--- config.mk ---
export PLATFORM = sky130hd
export DESIGN_NAME = skew_buffer
export DESIGN_NICKNAME = d
export VERILOG_FILES = /design/src/source/tpu_pkg.sv /design/src/source/skew_buffer.sv
export VERILOG_INCLUDE_DIRS = /design/src /design/src/source
export SDC_FILE = /design/constraint.sdc
export NUM_CORES = 1
export LEC_CHECK = 0
export BUFFER_PORTS_ARGS = -buffer_cell sky130_fd_sc_hd__buf_2
export CAP_MARGIN = 20
export CORE_ASPECT_RATIO = 0.7
export CORE_MARGIN = 5
export CORE_UTILIZATION = 55
export CTS_CLUSTER_DIAMETER = 200
export DETAILED_ROUTE_END_ITERATION = 16
export PLACE_DENSITY = 0.8
export SETUP_SLACK_MARGIN = 0.5
export SLEW_MARGIN = 20
export SYNTH_ARGS = -nofsm -noshare
export SYNTH_HDL_FRONTEND = slang
export SYNTH_SLANG_ARGS = --single-unit
--- constraint.sdc ---
create_clock -name clk -period 0.8 [get_ports clk]
set_input_delay 0.08 -clock clk [delete_from_list [all_inputs] [get_ports clk]]
set_output_delay 0.08 -clock clk [all_outputs]
set_load 0.01 [all_outputs]
--- src/source/tpu_config.svh ---
// ==================================================
// tpu configuration
// array size and element width for the matrix unit
// ==================================================

`ifndef TPU_CONFIG_SVH
`define TPU_CONFIG_SVH

// rows, columns and beats per job
`define ARRAY_DIM 4

// bits per element and per accumulator
`define DATA_WIDTH 8

`endif

--- src/source/tpu_pkg.sv ---
// ==================================================
// tpu package
// shared element, word, row index and phase types
// ==================================================

`default_nettype none

`include "tpu_config.svh"

package tpu_pkg;

        // one element or accumulator, wraps modulo 2^DATA_WIDTH
        typedef logic [`DATA_WIDTH-1:0] data_t;

        // element 0 sits in the most significant byte
        typedef logic [0:`ARRAY_DIM-1][`DATA_WIDTH-1:0] word_t;

        typedef logic [$clog2(`ARRAY_DIM)-1:0] row_idx_t;

        typedef enum logic [2:0] {IDLE, COMPUTE, SETTLE, DRAIN, DONE} phase_t;

endpackage

`default_nettype wire

--- src/source/skew_buffer.sv ---
// ==================================================
// skew buffer
// triangular delay lines, lane k is held k cycles
// so operands reach the array edge staggered
// ==================================================

`timescale 1ns/1ps
`default_nettype none

`include "tpu_config.svh"

module skew_buffer (
        input  logic           clk,
        input  logic           rst_n,
        input  logic           clear,
        input  logic           shift,
        input  logic           load,
        input  tpu_pkg::word_t lanes,
        output tpu_pkg::word_t edge_out
);

        import tpu_pkg::*;

        genvar k;

        generate
                for (k = 0; k < `ARRAY_DIM; k++) begin : gen_lane
                        // depth k+1, stage 0 takes the new byte
                        data_t line [k+1];

                        always_ff @(posedge clk or negedge rst_n) begin
                                if (!rst_n) begin
                                        for (int m = 0; m <= k; m++)
                                                line[m] <= '0;
                                end else if (clear) begin
                                        for (int m = 0; m <= k; m++)
                                                line[m] <= '0;
                                end else if (shift) begin
                                        // idle cycles in the window push a zero bubble
                                        line[0] <= load ? lanes[k] : '0;
                                        for (int m = 1; m <= k; m++)
                                                line[m] <= line[m-1];
                                end
                        end

                        assign edge_out[k] = line[k];
                end
        endgenerate

endmodule

`default_nettype wire

==> impl_metrics.ini <==
[job]
cap_viol_max_count = 0

[cells_and_area]
syn_to_final_growth_pct = 21.4
nets = 409
multiInputGateArea_um2 = 1250
n_antenna_cell = 0
final-seq-area_um2 = 2000
drive_gt1_share_pct = 37.1
finalInstanceArea_um2 = 4280
n_fill_cell = 491

[clock_network]
cts_made_buffers = 9
clk_latency_ps = 340
cts_tree = done
cts_max_level = 3
numClockSinks = 80
cts_max_path_buffers = 2
root_buffer = clkbuf_8
clkSlewWorstSetupHoldPaths_ps = 70

[synthesis]
synth_seq_area_share_pct = 56.8
synthMuxAreaShare_pct = 13.6
synth.avg_cell_area_um2 = 11.5
synth-compound-area-share_pct = 5.68
synth_top_family_by_area = multiplexers
netlist_instances = 306
netlist_area_um2 = 3530
yosys.area_share.simple_pct = 13.1
synth_top_cell_by_area = dfrtp_1
ys_types = 16
yosys.area_share.xor_xnor_pct = 0
ys_ff_latch = 80
syn_nets = 343
synth_top_area_share_pct = 56.8
yosys_warnings = 0
synth_fa_ha_area_share_pct = 0
netlist_top_cells_area = dfrtp_1 (57%), mux2i_1 (14%), buf_4 (5.5%)

[worst_setup_path]
cp_top_family = flip-flops
crit_buf_inv = 1
cp_cell_sequence = buf_2
arrival_ps = 890
crit_path_end_kind = output pin
cp_max_fo = 2
regToRegSetupSlack_ps = -90
cp_data_required_time_ps = 720
critPathLaunchType = register
crit_path_max_incr_delay_ps = 400
slowest_stage = dfrtp_1
critPathKind = reg -> out

[placement]
placed_cell_area_um2 = 3840
io_buffers = 68
gp_congestion = 0.705
dp_hpwl_um = 4350
dp_worst_setup_slack_ps = -125

[run_status]
outcome = complete, but fails checks
violations = hold timing, setup timing

[detailed_routing]
drt_iter0_drc = 79
wire_per_inst_um = 14.3
wl_um = 6490
ant_nets = 0
firstDrtPassIters = 4
vias = 2348
route.detailed.drc = 0
routed_via_density = 5.16

[sta]
min_period_ps = 966
hold_ws_ps = -387
worst_pin_slew_ps = 306
post-route-period-util_pct = 121
skew_ps = 5.52
worst_slack_ps = -166
timing.fmax_mhz = 1040
rsz0062_at_grt = true
hold_viol = 89
max_slew_margin_pct = 79.6
tns_ps = -4760
setup_viol = 40
final-max-slew-violation-count = 0

[pwr]
pwr-share-clk_pct = 37.3
switchingPower_mw = 1.78
power_leakage_nw = 2.21
comb_power_share_pct = 9.5
power_density_nw_per_um2 = 1840
power_frac_seq_pct = 53.2
finalPower_mw = 7.86
internal_power_mw = 6.08
switching_share_pct = 22.7
ir_drop_mv = 1.02

[floorplan]
core_area_um2 = 6220
pin_count = 69
dieHeight_um = 77.0
initial_core_util_pct = 56.7
num_rows = 24
dieWidth_um = 106
die-area_um2 = 8140

[grt]
grt_pass1_wl_um = 10800
grt_pass1_vias = 2356
grt_remaining_overflow = 0
grt_antenna_before_repair = 1
grt_max_degree = 45
gr-usage-all-layers_pct = 16.4

[min_path]
hold_path_class = in -> async
worst paths after layout:
path	start	endpoint	depth (start not counted)
max	edge_out[13]	edge_out[13]	1
min	rst_n	edge_out[15]	1
max reg2reg	edge_out[11]	edge_out[11]	4
min reg2reg	gen_lane[0].line[3]	gen_lane[0].line[3]	1
max in group asynchronous	rst_n	edge_out[10]	2
min in group clk	lanes[18]	gen_lane[1].line[10]	3
cell families (layout without fill, tap and decap cells):
kind of cell | after synthesis | count (layout)
compound gates | 32 | 32
buf+inv | 48 | 119
flops | 80 | 80
mux | 48 | 48
simple gates | 98 | 98
power groups by stage:
stage / Combinational (mW) / Sequential [mW] / Clock [mW]
after floorplan: 0.465 / 4.26 / 0
after global placement: 0.703 / 4.26 / 0
after detailed placement: 0.717 / 4.26 / 0
after CTS: 0.730 / 4.18 / 3.03
after global routing: 0.822 / 4.19 / 3.21
final: 0.746 / 4.18 / 2.93
placed cells by master (no fill, tap or decap):
cell type | netlist | layout
mux2i_1 | 48 | 48
clkbuf_1 | 5 | 2
nor2_1 | 48 | 48
clkinv_2 | 0 | 2
buf_12 | 3 | 6
buf_6 | 5 | 11
nand3_2 | 0 | 15
a21oi_1 | 24 | 18
buf_4 | 26 | 24
clkbuf_8 | 0 | 11
bufinv_16 | 0 | 1
a21oi_2 | 0 | 6
dfrtp_1 | 80 | 80
buf_2 | 4 | 62
a32o_1 | 8 | 8
nor2_2 | 1 | 1
nand2b_1 | 24 | 24
nor2b_4 | 0 | 1
nand3_1 | 24 | 9
through the flow:
stage          util [%]  instances
2_1_floorplan         -        306
3_3_place_gp       61.8        417
3_5_place_dp       61.8        417
4_1_cts            66.7        447
5_1_grt            68.9        455
6_report           68.9        455
sequential cells by signal (all words and copies together), names as in the netlist:
register	flops
gen_lane.line	56
edge_out	24
cell type report:
type | instances | share of cell area (%)
Multi-Input combinational cell | 178 | 29.2
Clock inverter | 3 | 0.935
Clock buffer | 13 | 3.71
Tap cell | 78 | 2.28
Timing Repair Buffer | 103 | 17.2
Sequential cell | 80 | 46.8
per-layer routing:
metal	routed length, um	up-vias	GRT usage [%]	share of wire [%]
met5	13	-	0	0.20
met4	27	2	3.49	0.42
met3	502	6	7.21	7.7
met2	2990	68	25.0	46
met1	2950	1135	21.9	46
li1	-	1137	-	-
cell usage after synthesis:
cell / instances
a21oi_1: 24
a32o_1: 8
buf_1: 4
buf_12: 3
buf_2: 4
buf_4: 26
buf_6: 5
buf_8: 1
clkbuf_1: 5
dfrtp_1: 80
mux2i_1: 48
nand2b_1: 24
nand3_1: 24
nor2_1: 48
nor2_2: 1
nor2b_1: 1
what timing repair did:
action	in CTS	in global routing
buffers inserted	14	8
endpoints found under the setup margin	112	112
gates cloned	0	0
pin swaps	20	8
resized for setup	0	17
endpoints found under the hold margin	109	104
Note: power is estimated with default switching activity, not from simulation.
