==> src/source/tpu_config.svh <==
// ==================================================
// tpu configuration
// array size and element width for the matrix unit
// ==================================================

`ifndef TPU_CONFIG_SVH
`define TPU_CONFIG_SVH

// rows, columns and beats per job
`define ARRAY_DIM 4

// bits per element and per accumulator
`define DATA_WIDTH 8

`endif

==> src/source/tpu_pkg.sv <==
// ==================================================
// tpu package
// shared element, word, row index and phase types
// ==================================================

`default_nettype none

`include "tpu_config.svh"

package tpu_pkg;

        // one element or accumulator, wraps modulo 2^DATA_WIDTH
        typedef logic [`DATA_WIDTH-1:0] data_t;

        // element 0 sits in the most significant byte
        typedef logic [0:`ARRAY_DIM-1][`DATA_WIDTH-1:0] word_t;

        typedef logic [$clog2(`ARRAY_DIM)-1:0] row_idx_t;

        typedef enum logic [2:0] {IDLE, COMPUTE, SETTLE, DRAIN, DONE} phase_t;

endpackage

`default_nettype wire

==> src/source/result_drain.sv <==
// ==================================================
// result drain
// reads the accumulator grid out one row per
// valid/ready transfer, row 0 first
// ==================================================

`timescale 1ns/1ps
`default_nettype none

`include "tpu_config.svh"

module result_drain (
        input  logic           clk,
        input  logic           rst_n,
        input  logic           drain_start,
        input  logic           out_ready,
        input  tpu_pkg::word_t acc [`ARRAY_DIM],
        output tpu_pkg::word_t out,
        output logic           out_valid,
        output logic           finished
);

        import tpu_pkg::*;

        row_idx_t row;
        row_idx_t row_next;
        logic     xfer;
        logic     last_row;

        assign xfer     = out_valid && out_ready;
        assign last_row = (row == row_idx_t'(`ARRAY_DIM - 1));
        assign row_next = row + 1'b1;

        // pulses on the edge that moves the final row
        assign finished = xfer && last_row;

        always_ff @(posedge clk or negedge rst_n) begin
                if (!rst_n) begin
                        out       <= '0;
                        out_valid <= 1'b0;
                        row       <= '0;
                end else if (drain_start) begin
                        out       <= acc[0];
                        out_valid <= 1'b1;
                        row       <= '0;
                end else if (xfer) begin
                        if (last_row) begin
                                out_valid <= 1'b0;
                        end else begin
                                row <= row_next;
                                out <= acc[row_next];
                        end
                end
        end

endmodule

`default_nettype wire

==> config.mk <==
export PLATFORM = sky130hd
export DESIGN_NAME = result_drain
export DESIGN_NICKNAME = d
export VERILOG_FILES = /design/src/source/tpu_pkg.sv /design/src/source/result_drain.sv
export VERILOG_INCLUDE_DIRS = /design/src /design/src/source
export SDC_FILE = /design/constraint.sdc
export NUM_CORES = 1
export LEC_CHECK = 0
export BUFFER_PORTS_ARGS = -buffer_cell sky130_fd_sc_hd__clkbuf_2
export CORE_MARGIN = 1.5
export CORE_UTILIZATION = 37
export DETAILED_ROUTE_END_ITERATION = 8
export PLACE_DENSITY = 0.78
export SLEW_MARGIN = 20
export SYNTH_ARGS = -nofsm -noshare
export SYNTH_HDL_FRONTEND = slang
export SYNTH_SLANG_ARGS = --single-unit
==> constraint.sdc <==
create_clock -name clk -period 1.9 [get_ports clk]
set_clock_uncertainty 0.1 [all_clocks]
set_input_delay 0.285 -clock clk [delete_from_list [all_inputs] [get_ports clk]]
set_output_delay 0.285 -clock clk [all_outputs]
set_load 0.03 [all_outputs]
==> results by group, run 1 <==
Detailed routing
  – TritonRoute pass-1 iters: 4
  – DRC Markers: 0
  – Vias/cell: 5.13
  – Number of DRC markers in iteration 0: 47
  – Post-route ant nets: 0
  – DRT Wirelength: 7170 um
  – WL/cell: between 15 and 20 um
  – Routed vias: 2450

Timing
  – Final Max Tran Viols: 0
  – Final setup fails: 0
  – Max Fclk: 535 MHz
  – Hold Fails Final Rpt: 0
  – Setup TNS: 0 ps
  – Fin crit period: 1870 ps
  – Rel. slew slack: 69.7%
  – Final worst slack: 32.1 ps
  – Tcrit/Tclk final: a little over nine tenths
  – Tightest Pin Transition: 454 ps
  – Unrepaired setup endpoints after global routing: yes

GRT
  – Most Crowded Layer GR: met2
  – First-pass GRT wire length: ~11000 um
  – Vias in the first global route: ~2400
  – All-Layer GR Usage: 21.3%
  – Pin count of the biggest net entering global routing: 43
  – Met3 Usage GRT: 3.98%
  – Global routing usage on met1: 23.7%
  – Initial antenna violation count: 0
  – GR Util met2: 41.8%
  – GR Overflow Total: 0

Setup path
  – Critical path type: reg2reg
  – Worst Setup Start Kind: flop
  – CP startpoint: row[1]
  – R2R Path End: out[10]
  – Critical path required time: 1960 ps
  – Arr. time, crit path: 1930 ps
  – Reg-to-reg critical path startpoint: row[1]
  – CP cell instances: ha_4, buf_6, nand2_2, clkbuf_16, o22a_1, o22ai_1, o21ai_1
  – CP endpoint: out[10]
  – Crit end category: flop
  – Critical-path top delay cell: dfrtp_1
  – R2r setup slk: approximately 32 ps
  – Slowest stage delay, CP: 420 ps
  – Reg2reg path depth: 7
  – Critical path fanouts, max: 13

Power
  – Peak VDD IR: between 0.0003 and 0.0004 V
  – Total Power: about 2.9 mW
  – Comb pwr share: between 40% and 50%
  – Sequential power share: 33.3%
  – Leakage power total: 1.69 nW
  – Sw Ratio: 37.7%
  – Clock share of power: around 18%
  – Pint: 1.78 mW
  – Switching power total: 1.08 mW
  – Pwr per Cell Area: 828 nW/um2

Status
  – Status: finished clean

Finish
  – Ant diodes: 0
  – Final nets: between 500 and 600
  – Cell area after layout: 3440 um2
  – Share of cells above drive strength 1: ~58%
  – Post-route insts no fill: roughly 480
  – Fillcell total: 540
  – Layout Area Growth over Synthesis: 54.7%

Yosys
  – Synth warn: 0
  – Yosys top cell area share: 39.3%
  – Largest cells by area after synthesis: dfrtp_1, mux2_2, o22a_1
  – Number of synthesized flops with an enable pin: 0
  – Async SR Flop Fraction: 100%
  – Net Count, Synth: 368
  – Mapped Cells: 235
  – Post-synthesis sequential area ratio: 39.3%
  – Synth cell count leaders: dfrtp_1, nand2_1, o22ai_1, mux2_2, o22a_1
  – Most frequent cell after synthesis: dfrtp_1
  – Synth Area per Inst: 9.47 um2
  – Post-Synthesis Cell Area: 2230 um2
  – Netlist cell types: 28
  – Ys flop type: dfrtp_1
  – Cell taking the most area after synthesis: dfrtp_1
  – Number of synthesized register bits: 35

Placement
  – Dpl cell area: 3200 um2
  – DP Worst Slack: -34.9 ps
  – Routability cong.: 0.752
  – Port Buf Inserts: between 150 and 200
  – Placed Instances: 466
  – HPWL after DPL: 5280 um

Clock tree
  – Clock Pin Slew Worst Setup and Hold Paths: roughly 70 ps
  – Clock buffer depth: 2
  – CTS Root Cell: clkbuf_8
  – Clock latency on the worst-skew pair: around 280 ps
  – CTS tree: built
  – Num CTS Buffers: 5
  – Htree depth: 2
  – TritonCTS Sinks: 35

Floorplan
  – Core area: a little under 6000 um2
  – I/O pin count: 166
  – # rows: 28
  – Starting Density: a little under two fifths
  – Die footprint: 6490 um2
  – Die height: 80.6 um
  – Die extent in x: 80.6 um

Run
  – Max Cap Viol: 0

Worst hold path
  – Min-Delay Path Class: in2reg
## logic make-up (layout without fill, tap and decap cells)
group | Yosys count | count (layout) | synth area share [%]
compound gates | 92 | 92 | 29.0
flops | 35 | 35 | 39.3
simple gates | 51 | 51 | 10.5
mux | 29 | 29 | 14.5
buf+inv | 26 | 194 | 5.73
fa+ha+maj | 1 | 1 | 0.562
xor+xnor | 1 | 1 | 0.394
## through the flow
stage / hold slack [ps] / util (%)
after floorplan: -111 / -
after global placement: 140 / 54.6
after CTS: 194 / 56.4
after detailed placement: 164 / 54.6
final: 198 / 58.9
after global routing: 200 / 58.9
## placed cells by master (no fill, tap or decap), drive strengths merged, types with 3 or more instances in the layout
cell type and n:
buf 16, clkbuf 174, dfrtp 35, mux2 26, mux2i 3, nand2 33
nor3 10, o21ai 27, o22a 26, o22ai 32, o41ai 5
## power by group through the flow
stage,clock [mW],sequential (mW),combinational (mW)
floorplan,0,1.20,0.585
global placement,0,0.956,1.25
detailed placement,0,0.959,1.28
CTS,0.530,0.950,1.29
global route,0.556,0.967,1.49
finish,0.511,0.949,1.39
## layout make-up
type / instances / area [um2] / area share [%]
clock inverters: 1 / 5.00 / 0.145
clock buffers: 7 / 76.3 / 2.22
well taps: 75 / 93.8 / 2.73
multi-input cells: 174 / 1330 / 38.5
repair buffers: 184 / 1060 / 30.8
flip-flops and latches: 35 / 876 / 25.4
inverters: 2 / 7.51 / 0.218
## critical path: cells and delay by family, from the launching register on
family          cells  cell delay (ps)
fa+ha+maj           1              330
compound gates      3              420
simple gates        1              120
flops               1              420
buf+inv             2              370
## per-layer routing
| metal | share of wire (%) | vias up | routed length, um |
|---|---|---|---|
| met5 | 0 | - | 0 |
| met2 | 52 | 103 | 3750 |
| li1 | - | 1222 | - |
| met3 | 6.7 | 4 | 484 |
| met4 | 0.72 | 0 | 52 |
| met1 | 40 | 1121 | 2890 |
## timing repair
action / CTS / global route
pin swaps: 0 / 1
hold buffers: 1 / 0
endpoints found under the hold margin: 16 / 0
gates cloned: 0 / 2
setup buffers: 0 / 1
resized for setup: 1 / 23
setup endpoints to repair: 22 / 25
## sequential cells by signal, indices dropped and copies added (netlist names)
| signal | count |
|---|---|
| out | 32 |
| row | 2 |
| out_valid | 1 |
## worst min-delay path by stage
| stage | start | to | slack [ps] | cells after the start |
|---|---|---|---|---|
| finish | acc[127] | out[31] | 200 | 3 |
| global route | acc[101] | out[5] | 200 | 3 |
| CTS | acc[127] | out[31] | 190 | 3 |
| floorplan | rst_n | out[0] | -110 | 0 |
| global placement | rst_n | out[11] | 140 | 1 |
| detailed placement | rst_n | out[9] | 160 | 1 |
(Power assumes the default switching activity.)
==> inputs of run 2 (changes only) <==
--- a/config.mk
+++ b/config.mk
@@ -7,6 +7,7 @@
 export NUM_CORES = 1
 export LEC_CHECK = 0
 export BUFFER_PORTS_ARGS = -buffer_cell sky130_fd_sc_hd__clkbuf_2
+export CORE_ASPECT_RATIO = 1.25
 export CORE_MARGIN = 1.5
 export CORE_UTILIZATION = 37
 export DETAILED_ROUTE_END_ITERATION = 8
==> run 2 against run 1 <==
Sequential share of layout area is 0.35 points higher. Non-clock buffer count is 5 lower. Count of clock-buffer cells in the layout is 1 lower. Sequential power is 0.5% lower. First-iteration DRC count is 83% higher. Critical path depth is 1 lower. Global-route usage hardly changed. Maximum frequency is 0.48% lower. Die area hardly changed. Largest cell class unchanged.
==> results by group, run 2 (same netlist as run 1, synthesis figures left out) <==
Detailed routing
  – Routed vias: 2487 (+1.5%)
  – DRT Wirelength: 7090 um (-1.2%)
  – Number of DRC markers in iteration 0: 86 (+83%)
  – WL/cell: 15.3 um (+1.8%)
  – Vias/cell: 5.36 (+4.6%)
  – TritonRoute pass-1 iters: 4 (unchanged)
  – Post-route ant nets: 0 (unchanged)
  – DRC Markers: 0 (unchanged)

Setup path
  – Worst Setup Start Kind: flop
  – CP cell instances: ha_4, clkbuf_16, mux2_2, o22a_1, o22ai_1, o21ai_0
  – Critical path type: reg2reg
  – Critical path fanouts, max: 10 (-3)
  – Critical path required time: 1970 ps (about the same)
  – Arr. time, crit path: 1950 ps (+20 ps)
  – Slowest stage delay, CP: 410 ps (about the same)
  – Crit end category: flop
  – Critical-path top delay cell: dfrtp_1
  – R2r setup slk: 20 ps (about the same)
  – Top delay family on crit path: flip-flops
  – CP bufs+invs: 1 (-1)

Status
  – Status: finished clean

Timing
  – Tcrit/Tclk final: 98.8% (+0.47 points)
  – Unrepaired setup endpoints after global routing: yes
  – Hold Fails Final Rpt: 0 (unchanged)
  – Fin crit period: 1880 ps (+8.98 ps)
  – Worst hold slack: 187 ps (-11.0 ps)
  – Rel. slew slack: 69.8% (about the same)
  – Max Fclk: 533 MHz (-0.48%)
  – Tightest Pin Transition: 453 ps (-0.859 ps)
  – Final Max Tran Viols: 0 (unchanged)
  – Final setup fails: 0 (unchanged)

Finish
  – Layout Area Growth over Synthesis: 52.6%
  – Commonest non-fill, non-tap cell in the layout: clkbuf_2
  – Final nets: 530 (-0.93%)
  – Final Util: 58.4% (-0.47 points)
  – Max reg flops: 32 (unchanged)
  – Top flop regs: out (32), row (2), out_valid (1)
  – Share of cells above drive strength 1: 57.5% (-0.77 points)
  – Most frequent cells in the layout: clkbuf_2, dfrtp_1, nand2_1
  – Fillcell total: 520 (-3.7%)
  – Largest Register: out
  – Post-route insts no fill: 464 (-2.9%)
  – Ant diodes: 0 (unchanged)

Placement
  – HPWL after DPL: 5110 um (-3.3%)
  – Routability cong.: 0.768 (+2.1%)
  – Placed Instances: 453 (-2.8%)
  – Port Buf Inserts: 165 (unchanged)

Clock tree
  – CTS Root Cell: clkbuf_8
  – Num CTS Buffers: 5 (unchanged)
  – Clock buffer depth: 2 (unchanged)
  – Htree depth: 2 (unchanged)
  – Clock latency on the worst-skew pair: 280 ps (about the same)
  – TritonCTS Sinks: 35 (unchanged)
  – CTS tree: built
  – Clock Pin Slew Worst Setup and Hold Paths: 80 ps (about the same)

Power
  – Sequential power share: 31.5% (-1.8 points)
  – Switching power total: 1.09 mW (+1.1%)
  – Sw Ratio: 36.3% (-1.4 points)
  – Pint: 1.91 mW (+7.5%)
  – Leakage power total: 1.66 nW (-1.5%)
  – Pwr per Cell Area: 882 nW/um2 (+6.5%)
  – Comb pwr share: 45.0% (-3.8 points)
  – Clock share of power: 23.5% (+5.6 points)
  – Total Power: 3.00 mW (+5.1%)
  – Peak VDD IR: 0.000446 V (+17%)

GRT
  – Pin count of the biggest net entering global routing: 36 (-16%)
  – All-Layer GR Usage: 21.3% (+0.026 points)
  – GR Overflow Total: 0 (unchanged)
  – First-pass GRT wire length: 11000 um (+2.3%)
  – Vias in the first global route: 2437 (+2.3%)
  – Initial antenna violation count: 0 (unchanged)

Floorplan
  – Die extent in x: 72.4 um (-10%)
  – Die height: 89.7 um (+11%)
  – Core area: 5820 um2 (-0.56%)
  – Die footprint: 6490 um2 (about the same)
  – Starting Density: 38.3% (+0.21 points)
  – I/O pin count: 166 (unchanged)
  – # rows: 31 (+11%)

Run
  – Max Cap Viol: 0 (unchanged)

Worst hold path
  – Min-Delay Path Class: in2reg
[run 2: cell types whose count changed in the layout (fill, tap and decap cells not counted), moves of 2 or more]
cell / before / now
clkbuf_1: 2 / 0
mux2_2: 21 / 23
o21ai_1: 20 / 18
o22ai_1: 23 / 25
mux2_4: 5 / 3
buf_4: 11 / 7
o22ai_2: 9 / 7
[run 2: repair_timing]
action / in CTS / in global routing
setup buffers: 0 / 1
resized for setup: 1 / 18
setup endpoints to repair: 23 / 25
pin swaps: 0 / 3
hold endpoints to repair: 35 / 0
gates cloned: 0 / 1
hold buffers: 1 / 0
[run 2: tightest hold or removal path, cell delays in order]
cell	delay, ps
clkbuf_2	70
o22ai_1	70
o21ai_1	110
[run 2: per-stage QoR]
step / setup WS [ps] / TNS [ps] / instance area, um2
global route: -57.5 / -309 / 3400
global placement: 2.19 / 0 / 3150
finish: 23.1 / 0 / 3400
CTS: 15.0 / 0 / 3290
floorplan: 32.4 / 0 / 2230
detailed placement: -57.8 / -372 / 3150
[run 2: routing by layer]
layer | global-route usage (%) | wire (um) | part of all wire, % | vias up
li1 | - | - | - | 1216
met1 | 24.8 | 2900 | 41 | 1169
met2 | 38.6 | 3730 | 53 | 92
met3 | 4.26 | 359 | 5.1 | 10
met4 | 5.97 | 89 | 1.3 | 0
met5 | 0 | 0 | 0 | -
[run 2: worst paths after layout]
path,startpoint,endpoint,cells after the start
max in group asynchronous,rst_n,row[1],3
worst max-delay path,row[1],out[21],6
min in group asynchronous,rst_n,out[13],3
worst min-delay path,acc[105],out[9],3
worst min register to register,out[19],out[19],2
worst max register to register,row[1],out[21],6
[run 2: power by group through the flow]
stage | registers (mW) | logic [mW] | clock network [mW]
2_1_floorplan | 1.20 | 0.585 | 0
3_3_place_gp | 0.951 | 1.23 | 0
3_5_place_dp | 0.954 | 1.25 | 0
4_1_cts | 0.945 | 1.26 | 0.725
5_1_grt | 0.960 | 1.44 | 0.759
6_report | 0.944 | 1.35 | 0.705
[run 2: layout make-up]
type	instances	area (um2)	share of cell area, %
sequential	35	876	25.8
clock inverter	2	35.0	1.03
multi-input combinational	174	1310	38.5
tap	66	82.6	2.43
inverter	2	7.51	0.221
clock buffer	6	82.6	2.43
timing repair buffer	179	1000	29.6
==> inputs of run 3 (changes only) <==
--- a/config.mk
+++ b/config.mk
@@ -6,12 +6,13 @@
 export SDC_FILE = /design/constraint.sdc
 export NUM_CORES = 1
 export LEC_CHECK = 0
-export BUFFER_PORTS_ARGS = -buffer_cell sky130_fd_sc_hd__clkbuf_2
+export ABC_AREA = 1
+export BUFFER_PORTS_ARGS = -buffer_cell sky130_fd_sc_hd__buf_4
 export CORE_ASPECT_RATIO = 1.25
 export CORE_MARGIN = 1.5
-export CORE_UTILIZATION = 37
+export CORE_UTILIZATION = 42
 export DETAILED_ROUTE_END_ITERATION = 8
-export PLACE_DENSITY = 0.78
+export PLACE_DENSITY = 0.79
 export SLEW_MARGIN = 20
 export SYNTH_ARGS = -nofsm -noshare
 export SYNTH_HDL_FRONTEND = slang
==> run 3 against run 2 <==
Hold slack gained 53 ps. Largest power group unchanged. First-iteration DRC count grew 26%. Worst setup slack gained 86 ps. Combinational power grew 69%. Sequential share of layout area shrank 6.3 points. Critical path depth grew 2. Critical endpoint is now out[17]. Cell count grew 64%. Synthesized area grew 40%.
==> results by group, run 3 <==
Yosys
  – Async SR Flop Fraction: 100% (unchanged)
  – Synth warn: 0 (unchanged)
  – Post-Synth Simple-Gate Area: 50.9% (+40 points)
  – XOR/XNOR Fraction of Synth Area: 0% (-0.39 points)
  – Post-synthesis compound-gate area fraction: 1.88% (-27 points)
  – Yosys top cell area share: 33.3% (-6.1 points)
  – Cell taking the most area after synthesis: nand2_1
  – Synth Area per Inst: 6.10 um2 (-36%)
  – Largest family of logic cells by synthesized area: simple AND/OR/NAND/NOR gates
  – Ys flop type: dfrtp_1
  – Number of synthesized register bits: 35 (unchanged)
  – Net Count, Synth: 645 (+75%)
  – Netlist cell types: 22 (-21%)
  – Number of synthesized flops with an enable pin: 0 (unchanged)
  – Synth Area in Adders: 0.400% (-0.16 points)
  – Post-synthesis sequential area ratio: 28.0% (-11 points)
  – Largest cells by area after synthesis: nand2_1, dfrtp_1, inv_1
  – Post-Synthesis Cell Area: 3120 um2 (+40%)
  – Post-synthesis mux area share: 0% (-15 points)
  – Mapped Cells: 512 (+120%)
  – Synth cell count leaders: nand2_1, inv_1, dfrtp_1, nand3_1, nand3_2
  – Most frequent cell after synthesis: nand2_1

Worst hold path
  – Min-Delay Path Class: in2reg
  – Hold_sp: acc[97]
  – Hold path depth: 4 (+1)

Setup path
  – Crit end category: flop
  – Critical-path top delay cell: dfrtp_1
  – CP cell instances: ha_1, buf_4, nor2_4, nand2_1, nand2_1, nand2_1, nand2_1, nand2_1
  – Reg2reg path depth: 8 (+2)
  – Critical path required time: 1970 ps (about the same)
  – Critical path fanouts, max: 11 (+1)
  – Slowest stage delay, CP: 400 ps (about the same)
  – Critical path type: reg2reg
  – Arr. time, crit path: 1870 ps (-80 ps)
  – Worst Setup Start Kind: flop
  – Reg-to-reg critical path startpoint: row[0]
  – CP startpoint: row[0]
  – Most used cell, CP: nand2_1

Floorplan
  – Die extent in x: 80.1 um (+11%)
  – Starting Density: 43.0% (+4.7 points)
  – I/O pin count: 166 (unchanged)
  – Core area: 7270 um2 (+25%)
  – Die footprint: 7970 um2 (+23%)
  – Die height: 99.4 um (+11%)
  – # rows: 35 (+13%)

Status
  – Status: finished clean

Finish
  – Ant diodes: 0 (unchanged)
  – Most frequent cells in the layout: nand2_1, buf_4, inv_1
  – Commonest non-fill, non-tap cell in the layout: nand2_1
  – Seq. cell area: 876 um2 (unchanged)
  – Post-route insts no fill: 763 (+64%)
  – Max reg flops: 32 (unchanged)
  – Cell area after layout: 4490 um2 (+32%)
  – Layout Area Growth over Synthesis: 43.8%
  – Largest Register: out
  – Multi-input gate area: 1690 um2 (+29%)
  – Fillcell total: 729 (+40%)
  – Final nets: 803 (+52%)
  – Top flop regs: out (32), row (2), out_valid (1)
  – Share of cells above drive strength 1: 33.4% (-24 points)

Timing
  – Tightest Pin Transition: 608 ps (+155 ps)
  – Max Fclk: 558 MHz (+4.8%)
  – Rel. slew slack: 59.4% (-10 points)
  – Final Max Tran Viols: 0 (unchanged)
  – Unrepaired setup endpoints after global routing: no
  – Tcrit/Tclk final: 94.3% (-4.5 points)
  – Final setup fails: 0 (unchanged)
  – Fin crit period: 1790 ps (-86.0 ps)
  – Setup TNS: 0 ps (unchanged)
  – Worst hold slack: 240 ps (+53.3 ps)
  – Hold Fails Final Rpt: 0 (unchanged)
  – Final worst slack: 109 ps (+86.0 ps)

Clock tree
  – Clock buffer depth: 2 (unchanged)
  – Num CTS Buffers: 5 (unchanged)
  – Htree depth: 2 (unchanged)
  – TritonCTS Sinks: 35 (unchanged)
  – Clock Pin Slew Worst Setup and Hold Paths: 80 ps (about the same)
  – CTS Root Cell: clkbuf_8
  – Clock latency on the worst-skew pair: 290 ps (about the same)
  – CTS tree: built

Placement
  – Routability cong.: 0.815 (+6.2%)
  – Port Buf Inserts: 165 (unchanged)
  – Placed Instances: 751 (+66%)
  – Dpl cell area: 4330 um2 (+37%)
  – HPWL after DPL: 6790 um (+33%)
  – DP Worst Slack: 38.8 ps (+96.6 ps)

Power
  – Peak VDD IR: 0.000468 V (+5.0%)
  – Leakage power total: 2.81 nW (+69%)
  – Pwr per Cell Area: 878 nW/um2 (-0.48%)

GRT
  – Pin count of the biggest net entering global routing: 36 (unchanged)
  – All-Layer GR Usage: 23.8% (+2.5 points)
  – Initial antenna violation count: 0 (unchanged)
  – Vias in the first global route: 3466 (+42%)
  – First-pass GRT wire length: 15100 um (+37%)
  – GR Overflow Total: 0 (unchanged)

Detailed routing
  – TritonRoute pass-1 iters: 4 (unchanged)
  – Vias/cell: 4.69 (-12%)
  – Post-route ant nets: 0 (unchanged)
  – Number of DRC markers in iteration 0: 108 (+26%)
  – Routed vias: 3580 (+44%)
  – DRC Markers: 0 (unchanged)
  – WL/cell: 12.4 um (-19%)
  – DRT Wirelength: 9480 um (+34%)

Run
  – Max Cap Viol: 0 (unchanged)
## run 3: cell types whose count changed in the layout (fill, tap and decap cells not counted), moves of 7 or more
cell / previous run / this run
o22ai_2: 7 / 0
nand3_1: 0 / 35
mux2_2: 23 / 0
inv_1: 1 / 83
clkbuf_2: 165 / 0
nand3_2: 0 / 25
o21ai_1: 18 / 1
nor3_1: 10 / 0
o22a_1: 26 / 0
buf_4: 7 / 171
nand2_1: 33 / 277
o22ai_1: 25 / 0
## run 3: power breakdown
| group | switching, mW | leakage (nW) | internal, mW |
|---|---|---|---|
| Clock | 0.269 | 0.0515 | 0.331 |
| Sequential | 0.121 | 0.406 | 0.939 |
| Combinational | 1.39 | 2.36 | 0.891 |
| Total | 1.78 | 2.81 | 2.16 |
## run 3: path summary, 6_finish.rpt
| kind | endpoint | slack (ps) |
|---|---|---|
| setup reg to reg | out[17] | 110 |
| min in group asynchronous | out[4] | 410 |
| hold reg to reg | out[6] | 380 |
| hold / removal | out[1] | 240 |
| setup / recovery | out[17] | 110 |
| max in group asynchronous | out[23] | 950 |
## run 3: cells by family (layout without fill, tap and decap cells)
kind of cell	after synthesis	in the layout
compound gates	8	8
simple gates	353	355
buf+inv	115	272
fa+ha+maj	1	1
flops	35	35
## run 3: per-layer routing
| metal | global-route usage (%) | up-vias | routed length [um] |
|---|---|---|---|
| met3 | 3.67 | 9 | 535 |
| met5 | 0 | - | 0 |
| met4 | 6.23 | 0 | 93 |
| met2 | 46.2 | 117 | 5090 |
| met1 | 26.2 | 1633 | 3760 |
| li1 | - | 1821 | - |
## run 3: layout make-up
cell class | instances | share of cell area (%)
clock buffer | 8 | 2.23
inverter | 87 | 7.49
multi-input combinational | 364 | 37.6
sequential | 35 | 19.5
tap | 92 | 2.56
timing repair buffer | 177 | 30.6
## run 3: metrics by stage
stage               power [mW]  utilization (%)
detailed placement        3.26             59.6
global route              4.23             61.8
finish                    3.94             61.8
floorplan                 2.55                -
CTS                       3.87             61.1
global placement          3.21             59.6
## run 3: critical path, delay by kind of cell (launching register included)
| kind | cells | cell delay, ps |
|---|---|---|
| AND/OR/NAND/NOR | 6 | 580 |
| adder cells (fa/ha/maj) | 1 | 360 |
| buffers and inverters | 1 | 230 |
| flip-flops | 1 | 400 |
## run 3: repair_timing
item | 4_1_cts | 5_1_grt
gates resized for setup | 0 | 3
hold endpoints to repair | 35 | 0
setup buffers | 0 | 1
hold buffers | 1 | 0
setup endpoints to repair | 0 | 32
