**src/source/tpu_config.svh**
```systemverilog
// ==================================================
// tpu configuration
// array size and element width for the matrix unit
// ==================================================

`ifndef TPU_CONFIG_SVH
`define TPU_CONFIG_SVH

// rows, columns and beats per job
`define ARRAY_DIM 4

// bits per element and per accumulator
`define DATA_WIDTH 8

`endif

```
**src/source/tpu_pkg.sv**
```systemverilog
// ==================================================
// tpu package
// shared element, word, row index and phase types
// ==================================================

`default_nettype none

`include "tpu_config.svh"

package tpu_pkg;

        // one element or accumulator, wraps modulo 2^DATA_WIDTH
        typedef logic [`DATA_WIDTH-1:0] data_t;

        // element 0 sits in the most significant byte
        typedef logic [0:`ARRAY_DIM-1][`DATA_WIDTH-1:0] word_t;

        typedef logic [$clog2(`ARRAY_DIM)-1:0] row_idx_t;

        typedef enum logic [2:0] {IDLE, COMPUTE, SETTLE, DRAIN, DONE} phase_t;

endpackage

`default_nettype wire

```
**src/source/tpu_sequencer.sv**
```systemverilog
// ==================================================
// tpu sequencer
// job phase FSM, load window and compute timing
// ==================================================

`timescale 1ns/1ps
`default_nettype none

`include "tpu_config.svh"

module tpu_sequencer (
        input  logic clk,
        input  logic rst_n,
        input  logic in_valid,
        input  logic finished,
        output logic in_ready,
        output logic clear,
        output logic compute,
        output logic load,
        output logic drain_start,
        output logic done
);

        import tpu_pkg::*;

        // compute runs 3*N cycles counting the start edge
        localparam int CNT_W = $clog2(3 * `ARRAY_DIM + 1);

        phase_t           state;
        phase_t           state_next;
        logic [CNT_W-1:0] cycle_cnt;

        // ==================================================
        // next state
        // ==================================================
        always_comb begin
                state_next = state;
                case (state)
                        IDLE:    if (in_valid && in_ready) state_next = COMPUTE;
                        COMPUTE: if (cycle_cnt == CNT_W'(3 * `ARRAY_DIM)) state_next = SETTLE;
                        SETTLE:  state_next = DRAIN;
                        DRAIN:   if (finished) state_next = DONE;
                        DONE:    state_next = IDLE;
                        default: state_next = IDLE;
                endcase
        end

        // load window covers the start edge plus N-1 compute cycles
        assign in_ready = (state == IDLE) ||
                          (state == COMPUTE && cycle_cnt < CNT_W'(`ARRAY_DIM));
        assign load     = in_valid && in_ready;
        assign clear    = (state_next == IDLE);
        assign compute  = (state_next == COMPUTE);

        always_ff @(posedge clk or negedge rst_n) begin
                if (!rst_n) begin
                        state       <= IDLE;
                        cycle_cnt   <= '0;
                        drain_start <= 1'b0;
                        done        <= 1'b0;
                end else begin
                        state <= state_next;
                        // counter is 1 right after the start edge
                        if (state_next == COMPUTE)
                                cycle_cnt <= cycle_cnt + 1'b1;
                        else
                                cycle_cnt <= '0;
                        // high during settle, row 0 loads as drain begins
                        drain_start <= (state_next == SETTLE);
                        done        <= (state_next == DONE);
                end
        end

endmodule

`default_nettype wire

```
**config.mk**
```make
export PLATFORM = sky130hd
export DESIGN_NAME = tpu_sequencer
export DESIGN_NICKNAME = d
export VERILOG_FILES = /design/src/source/tpu_pkg.sv /design/src/source/tpu_sequencer.sv
export VERILOG_INCLUDE_DIRS = /design/src /design/src/source
export SDC_FILE = /design/constraint.sdc
export NUM_CORES = 1
export LEC_CHECK = 0
export ABC_AREA = 1
export BUFFER_PORTS_ARGS = -buffer_cell sky130_fd_sc_hd__buf_2
export CAP_MARGIN = 40
export CORE_AREA = 2 2 39 41
export CTS_CLUSTER_DIAMETER = 200
export DETAILED_ROUTE_END_ITERATION = 10
export DIE_AREA = 0 0 41 43
export PLACE_DENSITY = 0.62
export SYNTH_ARGS = -nofsm -noshare
export SYNTH_HDL_FRONTEND = slang
export SYNTH_SLANG_ARGS = --single-unit
```
**constraint.sdc**
```tcl
create_clock -name clk -period 3.51 [get_ports clk]
set_clock_uncertainty 0.15 [all_clocks]
set_input_delay 0.702 -clock clk [delete_from_list [all_inputs] [get_ports clk]]
set_output_delay 0.702 -clock clk [all_outputs]
set_load 0.02 [all_outputs]
```
==> results of run 1 <==
[per-stage QoR]
step / setup WS, ns / hold slack, ns
floorplan: 1.242 / 0.2564
global placement: 1.191 / 0.3250
detailed placement: 1.178 / 0.3296
CTS: 1.107 / 0.1173
global route: 1.012 / 0.1201
finish: 1.129 / 0.1207
[layout make-up]
| cell class | count | share of cell area [%] |
|---|---|---|
| flip-flops and latches | 9 | 39.39 |
| multi-input cells | 30 | 38.95 |
| repair buffers | 9 | 7.877 |
| inverters | 8 | 5.470 |
| clock buffers | 3 | 3.939 |
| well taps | 16 | 3.501 |
| clock inverters | 1 | 0.8753 |
[how the worst min path moves through the flow]
stage	from	end	cells past startpoint
after floorplan	rst_n	cycle_cnt[0]	0
after global placement	cycle_cnt[0]	cycle_cnt[0]	1
after detailed placement	cycle_cnt[0]	cycle_cnt[0]	1
after CTS	rst_n	cycle_cnt[0]	1
after global routing	rst_n	drain_start	1
final	rst_n	cycle_cnt[0]	1
[power groups by stage]
stage / Combinational (mW) / Sequential, mW / Clock [mW]
CTS: 0.238 / 0.166 / 0.0854
detailed placement: 0.237 / 0.168 / 0
global placement: 0.232 / 0.167 / 0
floorplan: 0.182 / 0.163 / 0
finish: 0.233 / 0.165 / 0.0819
global route: 0.264 / 0.171 / 0.0899
[metal layers]
metal	track usage, %	routed length, um	vias up
met5	0	0	-
li1	-	-	176
met4	14.00	30	0
met3	1.571	19	3
met2	15.94	422	8
met1	17.28	369	168
[kinds of logic after synthesis]
logic type               Yosys count  share of synthesized area, %
AND/OR/NAND/NOR                   21                         27.94
adder cells (fa/ha/maj)            2                         5.221
flip-flops                         9                         47.00
AO/OA/AOI/OAI                      5                         9.662
XOR/XNOR                           2                         3.656
buffers and inverters              8                         6.527
[layout by cell type, fill, tap and decap left out]
cell                       instances
sky130_fd_sc_hd__a21boi_2          1
sky130_fd_sc_hd__a21oi_2           3
sky130_fd_sc_hd__buf_2             9
sky130_fd_sc_hd__clkbuf_4          3
sky130_fd_sc_hd__clkinv_2          2
sky130_fd_sc_hd__dfrtp_1           9
sky130_fd_sc_hd__ha_1              2
sky130_fd_sc_hd__inv_1             5
sky130_fd_sc_hd__inv_2             2
sky130_fd_sc_hd__nand2_1           3
sky130_fd_sc_hd__nand2_2           2
sky130_fd_sc_hd__nand2_4           1
sky130_fd_sc_hd__nand3_1           2
sky130_fd_sc_hd__nand3_2           2
sky130_fd_sc_hd__nand3_4           1
sky130_fd_sc_hd__nand4_1           1
sky130_fd_sc_hd__nor2_1            4
sky130_fd_sc_hd__nor2_2            3
sky130_fd_sc_hd__nor3_1            1
sky130_fd_sc_hd__nor4_1            1
sky130_fd_sc_hd__o21ai_2           1
sky130_fd_sc_hd__xnor2_1           1
sky130_fd_sc_hd__xor2_1            1
[critical path, cell delays in order, from the launching register on]
cell and delay [ns]:
sky130_fd_sc_hd__dfrtp_1 0.42, sky130_fd_sc_hd__inv_1 0.07, sky130_fd_sc_hd__ha_1 0.17, sky130_fd_sc_hd__nand3_2 0.14, sky130_fd_sc_hd__nand3_4 0.15, sky130_fd_sc_hd__nand3_2 0.09
sky130_fd_sc_hd__nor2_2 0.07, sky130_fd_sc_hd__buf_2 0.16
[registers in the layout, indices dropped and copies added, names as in the netlist]
| signal | count |
|---|---|
| done | 1 |
| state | 3 |
| drain_start | 1 |
| cycle_cnt | 4 |
[cell usage after synthesis (all sizes together)]
library cell / instances / area (um^2)
a21boi: 1 / 11.26
a21oi: 3 / 26.28
clkinv: 1 / 5.000
dfrtp: 9 / 225.2
ha: 2 / 25.02
inv: 7 / 26.28
nand2: 6 / 35.03
nand3: 5 / 47.55
nand4: 1 / 6.260
nor2: 7 / 33.78
nor3: 1 / 5.000
nor4: 1 / 6.260
o21ai: 1 / 8.760
xnor2: 1 / 8.760
xor2: 1 / 8.760
==> load_flow_metrics.sql, run 1 <==
INSERT INTO impl_metrics (metric_group, metric, value, unit) VALUES
('pwr', 'vdd_ir_max', '0.2749', 'mV'),
('yosys', 'postSynthNetCount', '53', ''),
('layout', 'non_filler_cell_area_final', '571.8', 'um^2'),
('detailed_routing', 'drcViolationCount', '0', ''),
('timing', 'final.min_clock_period', '2.381', 'ns'),
('global_route', 'grt_usage', '12.88', '%'),
('die', 'starting_density_of_the_core', '34.63', '%'),
('yosys', 'synth.cell_area', '479.2', 'um^2'),
('global_route', 'grt_pass1_vias', '345', ''),
('yosys', 'postSynthAreaPerCell', '10.20', 'um^2'),
('clock_tree', 'clk-insertion-delay-late', '0.27', 'ns'),
('clock_tree', 'cts_buffer_depth', '2', ''),
('die', 'fp.dieH', '43', 'um'),
('layout', 'diodes', '0', ''),
('detailed_routing', 'final_routed_wirelength_across_all_metal_layers', '842', 'um'),
('detailed_routing', 'drtIter0Drc', '2', ''),
('die', 'die_area', '1763', 'um^2'),
('timing', 'tightestPinTransition', '0.2139', 'ns'),
('layout', 'utilization', '41.32', '%'),
('layout', 'finalNetCount', '67', ''),
('yosys', 'synth-warning-count', '0', ''),
('pwr', 'power_frac_comb', '48.6', '%'),
('critical_path', 'path_max_fanout', '7', ''),
('placement', 'placement.cell_area', '544.3', 'um^2'),
('global_route', 'grt.overflow.total', '0', ''),
('die', 'floorplan.core_area', '1384', 'um^2'),
('timing', 'period_share', '67.82', '%'),
('clock_tree', 'cts-resized-gates', '0', ''),
('detailed_routing', 'route.vias.total', '355', ''),
('pwr', 'power_leakage', '0.3066', 'nW'),
('layout', 'drive_above_1_share', '50.00', '%'),
('detailed_routing', 'wl_per_cell', '11.08', 'um'),
('yosys', 'synth.ff_latch_count', '9', ''),
('detailed_routing', 'detail-route-antenna-nets', '0', ''),
('critical_path', 'crit_type', 'reg -> out', ''),
('critical_path', 'end_kind', 'primary output', ''),
('critical_path', 'worst_r2r_path_depth', '5', ''),
('timing', 'max_slew_margin', '85.61', '%'),
('clock_tree', 'cts.sink_count', '9', ''),
('global_route', 'maximum_number_of_pins_on_one_net_before_global_route_repair', '10', ''),
('detailed_routing', 'drt_first_pass_iters', '2', ''),
('pwr', 'power', '0.4808', 'mW'),
('pwr', 'p_sw_share', '44.29', '%'),
('clock_tree', 'cts_hold_buffers', '0', ''),
('critical_path', 'worstSetupStartpoint', 'cycle_cnt[0]', ''),
('pwr', 'power_report.internal_total', '0.2679', 'mW'),
('clock_tree', 'cts_root_buffer', 'sky130_fd_sc_hd__clkbuf_4', ''),
('pwr', 'power_switching', '0.2129', 'mW'),
('global_route', 'first_pass_grt_wire_length', '1.442', 'mm'),
('run_status', 'status', 'finished clean', ''),
('detailed_routing', 'viasPerCell', '4.671', ''),
('layout', 'finalNonFillerCells', '76', ''),
('critical_path', 'r2r-end', 'cycle_cnt[0]', ''),
('placement', 'dp_cells', '72', ''),
('yosys', 'ys_types', '21', ''),
('yosys', 'syn-instance-count', '47', ''),
('layout', 'multi_input_area', '222.7', 'um^2'),
('timing', 'rsz_0062_raised_after_global_routing', 'false', ''),
('die', 'die_w', '41', 'um'),
('flow_run', 'max_cap_viol_count', '0', ''),
('placement', 'io_buffer_count', '9', ''),
('pwr', 'power.density_cell_area', '840.8', 'nW/um^2'),
('timing', 'finalHoldViolations', '0', ''),
('critical_path', 'timing.critical_path.from_type', 'flop', ''),
('pwr', 'power.share.sequential', '34.4', '%'),
('yosys', 'synth.yosys.seq_area_share', '47.00', '%'),
('critical_path', 'rrSetupSlack', '2.21', 'ns'),
('global_route', 'initial_antenna_violation_count', '0', ''),
('die', 'boundaryPins', '10', ''),
('clock_tree', 'clkSlewWorstSetupHoldPaths', '0.07', 'ns'),
('layout', 'fillCellCount', '144', '');
(Power assumes the default switching activity.)
==> inputs of run 2 (changes only) <==
PLACE_DENSITY = 0.65   (was 0.62)
clock period = 2.1 ns   (was 3.51 ns; I/O delays follow)
==> run 2 against run 1 <==
Against the previous run: count of clock-buffer cells in the layout up 1; critical endpoint unchanged; critical path depth stayed put; sequential power up 67%; sequential cell count is the same; core utilization rose by 4.6 points; total power rose by 94%; largest cell class unchanged; setup slack worse by 1.1 ns; first-iteration DRC count increased to 4.0 times the previous value; largest power group unchanged; die area unchanged; register-to-register slack got worse by 1.6 ns.
==> load_flow_metrics.sql, run 2 (synthesis gave the netlist of run 1 again) <==
INSERT INTO impl_metrics (metric_group, metric, value, unit) VALUES
('die', 'floorplan.core_area', '1384', 'um^2'),
('layout', 'finalNetCount', '75', ''),
('clock_tree', 'cts_buffer_depth', '2', ''),
('pwr', 'power_frac_comb', '56.0', '%'),
('pwr', 'power.clock.fraction', '14.5', '%'),
('detailed_routing', 'detail-route-antenna-nets', '0', ''),
('placement', 'place.detailed.hpwl', '627.1', 'um'),
('pwr', 'power_leakage', '0.3441', 'nW'),
('detailed_routing', 'final_routed_wirelength_across_all_metal_layers', '905', 'um'),
('global_route', 'grt.overflow.total', '0', ''),
('layout', 'areaGrowthSynthToFinish', '32.64', '%'),
('placement', 'place.gp.congestion', '0.7601', ''),
('layout', 'most_frequent_standard_cell_in_the_layout_excluding_fill_and_tap_cells', 'sky130_fd_sc_hd__dfrtp_1', ''),
('die', 'die_area', '1763', 'um^2'),
('pwr', 'p_sw_share', '40.94', '%'),
('detailed_routing', 'wl_per_cell', '10.77', 'um'),
('layout', 'diodes', '0', ''),
('timing', 'setup_viol_count_final', '0', ''),
('critical_path', 'cp_data_required_time', '1.53', 'ns'),
('detailed_routing', 'drt_first_pass_iters', '4', ''),
('flow_run', 'max_cap_viol_count', '0', ''),
('timing', 'tightestPinTransition', '0.2191', 'ns'),
('placement', 'placement.cell_area', '544.3', 'um^2'),
('die', 'starting_density_of_the_core', '34.63', '%'),
('critical_path', 'timing.critical_path.from_type', 'flop', ''),
('critical_path', 'cp.arrival', '1.46', 'ns'),
('global_route', 'grt_pass1_vias', '323', ''),
('die', 'boundaryPins', '10', ''),
('layout', 'drive_above_1_share', '52.94', '%'),
('clock_tree', 'clkSlewWorstSetupHoldPaths', '0.06', 'ns'),
('critical_path', 'crit_type', 'reg -> out', ''),
('layout', 'most-common-layout-cells', 'sky130_fd_sc_hd__dfrtp_1, sky130_fd_sc_hd__buf_2, sky130_fd_sc_hd__buf_4', ''),
('pwr', 'power_report.internal_total', '0.5517', 'mW'),
('detailed_routing', 'drcViolationCount', '0', ''),
('detailed_routing', 'route.vias.total', '379', ''),
('global_route', 'maximum_number_of_pins_on_one_net_before_global_route_repair', '10', ''),
('pwr', 'power_switching', '0.3824', 'mW'),
('pwr', 'power.density_cell_area', '1470', 'nW/um^2'),
('pwr', 'power.share.sequential', '29.6', '%'),
('timing', 'final.min_clock_period', '2.025', 'ns'),
('pwr', 'power', '0.9341', 'mW'),
('global_route', 'first_pass_grt_wire_length', '1.373', 'mm'),
('clock_tree', 'cts.sink_count', '9', ''),
('layout', 'flip_flop_count_of_the_largest_register_all_copies_and_words_added', '4', ''),
('global_route', 'grt_usage', '12.20', '%'),
('timing', 'max_slew_margin', '85.40', '%'),
('layout', 'top_register', 'cycle_cnt', ''),
('critical_path', 'path_max_fanout', '6', ''),
('timing', 'finalHoldViolations', '0', ''),
('critical_path', 'end_kind', 'primary output', ''),
('layout', 'reg_top3', 'cycle_cnt x4, state x3', ''),
('clock_tree', 'clk-insertion-delay-late', '0.26', 'ns'),
('layout', 'fillCellCount', '141', ''),
('timing', 'maxClockFrequency', '0.4937', 'GHz'),
('run_status', 'status', 'finished clean', ''),
('worst_hold_path', 'hold_path_class', 'reg -> reg', ''),
('global_route', 'initial_antenna_violation_count', '0', ''),
('die', 'die_w', '41', 'um'),
('clock_tree', 'cts_root_buffer', 'sky130_fd_sc_hd__clkbuf_4', ''),
('die', 'fp.dieH', '43', 'um'),
('die', 'core.rowCount', '14', ''),
('pwr', 'vdd_ir_max', '0.7166', 'mV'),
('detailed_routing', 'drtIter0Drc', '8', ''),
('layout', 'non_filler_cell_area_final', '635.6', 'um^2'),
('detailed_routing', 'viasPerCell', '4.512', ''),
('clock_tree', 'tritoncts', 'built', ''),
('timing', 'period_share', '96.44', '%'),
('timing', 'report.final.slew_viol_count', '0', ''),
('placement', 'io_buffer_count', '9', ''),
('clock_tree', 'cts_max_level', '1', ''),
('clock_tree', 'cts_buffers', '3', '');
[run 2: cell types whose count changed in the layout (fill, tap and decap cells not counted)]
cell,before,now
sky130_fd_sc_hd__clkinv_2,2,1
sky130_fd_sc_hd__buf_2,9,8
sky130_fd_sc_hd__dlygate4sd3_1,0,1
sky130_fd_sc_hd__clkbuf_1,0,1
sky130_fd_sc_hd__buf_4,0,8
[run 2: power groups by stage]
stage,logic (mW),clock network (mW),registers [mW]
2_1_floorplan,0.304,0,0.273
3_3_place_gp,0.381,0,0.278
3_5_place_dp,0.390,0,0.279
4_1_cts,0.394,0.139,0.276
5_1_grt,0.580,0.148,0.286
6_report,0.523,0.135,0.276
[run 2: cell type report]
type,count,area (um^2),area share [%]
Sequential cell,9,225.2,35.43
Multi-Input combinational cell,30,222.7,35.04
Inverter,8,31.28,4.921
Tap cell,16,20.02,3.150
Timing Repair Buffer,17,110.1,17.32
Clock buffer,4,26.28,4.134
[run 2: worst paths after layout]
check	from	to	slack (ns)	depth (start not counted)
setup / recovery	cycle_cnt[0]	clear	0.07	7
hold / removal	cycle_cnt[0]	cycle_cnt[0]	0.31	1
setup reg to reg	cycle_cnt[0]	cycle_cnt[0]	0.62	7
hold reg to reg	cycle_cnt[0]	cycle_cnt[0]	0.31	1
max in group asynchronous	rst_n	cycle_cnt[1]	1.23	2
min in group asynchronous	rst_n	cycle_cnt[3]	0.39	2
[run 2: timing repair]
action | 4_1_cts | 5_1_grt
hold buffers | 1 | 0
endpoints found under the hold margin | 9 | 0
setup buffers | 0 | 7
resized for setup | 0 | 1
endpoints found under the setup margin | 0 | 1
[run 2: through the flow]
| stage | hold WS [ns] | TNS, ns | utilization, % | std cells | setup WS, ns |
|---|---|---|---|---|---|
| after floorplan | -0.02559 | 0 | - | 47 | 0.3624 |
| after CTS | 0.3369 | 0 | 41.95 | 77 | 0.01937 |
| after detailed placement | 0.1339 | 0 | 39.33 | 72 | 0.3089 |
| final | 0.3099 | 0 | 45.93 | 84 | 0.07467 |
| after global placement | 0.1296 | 0 | 39.33 | 72 | 0.3172 |
| after global routing | 0.3410 | -0.01835 | 45.93 | 84 | -0.01835 |
[run 2: routing by layer]
layer / wire, um / GRT usage (%) / vias to the layer above
li1: - / - / 192
met1: 404 / 18.06 / 179
met2: 448 / 14.06 / 6
met3: 40 / 4.712 / 2
met4: 11 / 8.000 / 0
met5: 0 / 0 / -
[run 2: critical path, stage by stage (launching register included)]
cell and delay (ns):
sky130_fd_sc_hd__dfrtp_1 0.40, sky130_fd_sc_hd__inv_1 0.07, sky130_fd_sc_hd__ha_1 0.15, sky130_fd_sc_hd__nand3_2 0.12, sky130_fd_sc_hd__nand3_4 0.15, sky130_fd_sc_hd__nand3_2 0.09
sky130_fd_sc_hd__nor2_2 0.08, sky130_fd_sc_hd__buf_4 0.14
==> inputs of run 3 (changes only) <==
MAX_ROUTING_LAYER = met4   (was unset)
==> run 3 against run 2 <==
Against the previous run: design area is the same; setup slack is essentially flat; die area is the same; largest cell class unchanged; non-clock buffer count is the same; critical path type unchanged; worst hold slack is the same.
==> load_flow_metrics.sql, run 3 (synthesis gave the netlist of run 1 again) <==
INSERT INTO impl_metrics (metric_group, metric, value, unit) VALUES
('placement', 'place.detailed.hpwl', '627.1', 'um'),
('clock_tree', 'cts.sink_count', '9', ''),
('die', 'fp.dieH', '43', 'um'),
('timing', 'max_slew_margin', '85.40', '%'),
('global_route', 'first_pass_grt_wire_length', '1.380', 'mm'),
('critical_path', 'timing.critical_path.from_type', 'flop', ''),
('die', 'floorplan.core_area', '1384', 'um^2'),
('clock_tree', 'clk-insertion-delay-late', '0.26', 'ns'),
('timing', 'period_share', '96.45', '%'),
('timing', 'maxClockFrequency', '0.4937', 'GHz'),
('critical_path', 'critical_path_buf_inv_count', '2', ''),
('die', 'core.rowCount', '14', ''),
('detailed_routing', 'drcViolationCount', '0', ''),
('critical_path', 'cp_data_required_time', '1.53', 'ns'),
('critical_path', 'slowest_stage', 'sky130_fd_sc_hd__dfrtp_1', ''),
('detailed_routing', 'final_routed_wirelength_across_all_metal_layers', '903', 'um'),
('critical_path', 'crit_type', 'reg -> out', ''),
('timing', 'report.final.slew_viol_count', '0', ''),
('clock_tree', 'cts_max_level', '1', ''),
('global_route', 'maximum_number_of_pins_on_one_net_before_global_route_repair', '10', ''),
('pwr', 'power_leakage', '0.3441', 'nW'),
('critical_path', 'path_max_fanout', '6', ''),
('global_route', 'grt_pass1_vias', '323', ''),
('timing', 'setup_viol_count_final', '0', ''),
('global_route', 'grt_usage', '12.50', '%'),
('timing', 'final.min_clock_period', '2.025', 'ns'),
('layout', 'finalNetCount', '75', ''),
('die', 'die_area', '1763', 'um^2'),
('flow_run', 'max_cap_viol_count', '0', ''),
('clock_tree', 'cts_buffer_depth', '2', ''),
('timing', 'tightestPinTransition', '0.2191', 'ns'),
('pwr', 'power.density_cell_area', '1470', 'nW/um^2'),
('layout', 'flip_flop_count_of_the_largest_register_all_copies_and_words_added', '4', ''),
('die', 'boundaryPins', '10', ''),
('layout', 'areaGrowthSynthToFinish', '32.64', '%'),
('detailed_routing', 'drt_first_pass_iters', '4', ''),
('layout', 'most_frequent_standard_cell_in_the_layout_excluding_fill_and_tap_cells', 'sky130_fd_sc_hd__dfrtp_1', ''),
('pwr', 'vdd_ir_max', '0.7166', 'mV'),
('clock_tree', 'tritoncts', 'built', ''),
('timing', 'hold-worst-slack', '0.3099', 'ns'),
('die', 'die_w', '41', 'um'),
('timing', 'finalHoldViolations', '0', ''),
('detailed_routing', 'route.vias.total', '379', ''),
('critical_path', 'critical_path.top_delay_family', 'simple AND/OR/NAND/NOR gates', ''),
('critical_path', 'critPathMaxStageDelay', '0.40', 'ns'),
('detailed_routing', 'viasPerCell', '4.512', ''),
('critical_path', 'cp.arrival', '1.46', 'ns'),
('clock_tree', 'cts_root_buffer', 'sky130_fd_sc_hd__clkbuf_4', ''),
('die', 'starting_density_of_the_core', '34.63', '%'),
('run_status', 'status', 'finished clean', ''),
('worst_hold_path', 'hold_path_class', 'reg -> reg', ''),
('layout', 'most-common-layout-cells', 'sky130_fd_sc_hd__dfrtp_1, sky130_fd_sc_hd__buf_2, sky130_fd_sc_hd__buf_4', ''),
('detailed_routing', 'detail-route-antenna-nets', '0', ''),
('timing', 'final.setup.worst_slack', '0.07460', 'ns'),
('layout', 'drive_above_1_share', '52.94', '%'),
('layout', 'diodes', '0', ''),
('placement', 'place.gp.congestion', '0.7701', ''),
('global_route', 'grt.overflow.total', '0', ''),
('detailed_routing', 'wl_per_cell', '10.75', 'um'),
('layout', 'reg_top3', 'cycle_cnt x4, state x3', ''),
('placement', 'io_buffer_count', '9', ''),
('global_route', 'initial_antenna_violation_count', '0', ''),
('clock_tree', 'cts_buffers', '3', ''),
('critical_path', 'critical-path-top-cell-by-count', 'sky130_fd_sc_hd__nand3_2', ''),
('detailed_routing', 'drtIter0Drc', '8', ''),
('clock_tree', 'clkSlewWorstSetupHoldPaths', '0.06', 'ns'),
('layout', 'top_register', 'cycle_cnt', ''),
('critical_path', 'end_kind', 'primary output', ''),
('critical_path', 'path_cells', 'inv_1, ha_1, nand3_2, nand3_4, nand3_2, nor2_2, buf_4', ''),
('placement', 'pre_cts_ws', '0.3089', 'ns');
## run 3: cell counts in the layout (fill, tap and decap cells not counted)
Identical to the previous run, type by type.
## run 3: layer usage
| metal | part of all wire [%] | up-vias | GRT usage (%) |
|---|---|---|---|
| met4 | 1.2 | 0 | 8.000 |
| met2 | 50 | 6 | 14.06 |
| met5 | 0 | - | - |
| li1 | - | 192 | - |
| met1 | 45 | 179 | 18.06 |
| met3 | 4.5 | 2 | 4.712 |
## run 3: area by class of cell
type	count	area, um^2
Sequential cell	9	225.2
Tap cell	16	20.02
Multi-Input combinational cell	30	222.7
Inverter	8	31.28
Clock buffer	4	26.28
Fill cell	141	748.2
Timing Repair Buffer	17	110.1
## run 3: path summary, 6_finish.rpt
kind | slack (ns) | cells after the start | start | end
max in group asynchronous | 1.23 | 2 | rst_n | cycle_cnt[1]
worst min-delay path | 0.31 | 1 | cycle_cnt[0] | cycle_cnt[0]
worst max register to register | 0.62 | 7 | cycle_cnt[0] | cycle_cnt[0]
min in group asynchronous | 0.39 | 2 | rst_n | cycle_cnt[3]
worst max-delay path | 0.07 | 7 | cycle_cnt[0] | clear
worst min register to register | 0.31 | 1 | cycle_cnt[0] | cycle_cnt[0]
## run 3: timing repair
item,4_1_cts,5_1_grt
endpoints found under the setup margin,0,1
buffers inserted,0,7
hold buffers,1,0
gates resized for setup,0,1
endpoints found under the hold margin,9,0
## run 3: worst reg2reg max path: cells and delay by family (launching register included)
family | cells | cell delay (ns)
AOI/OAI and AO/OA | 1 | 0.10
adders and majority gates | 1 | 0.20
buffers and inverters | 3 | 0.34
DFF | 1 | 0.38
and+or+nand+nor | 2 | 0.24
## run 3: metrics by stage
step	power [mW]	utilization, %	instance area [um^2]	instances	TNS [ns]
finish	0.9341	45.93	635.6	84	0
floorplan	0.5768	-	479.2	47	0
global placement	0.6598	39.33	544.3	72	0
global route	1.014	45.93	635.6	84	-0.01835
detailed placement	0.6697	39.33	544.3	72	0
CTS	0.8091	41.95	580.6	77	0
## run 3: power breakdown
part	switching, mW	internal (mW)	total [mW]
sequential	0.0512	0.225	0.276
combinational	0.269	0.253	0.523
clock	0.0619	0.0733	0.135
total	0.382	0.552	0.934
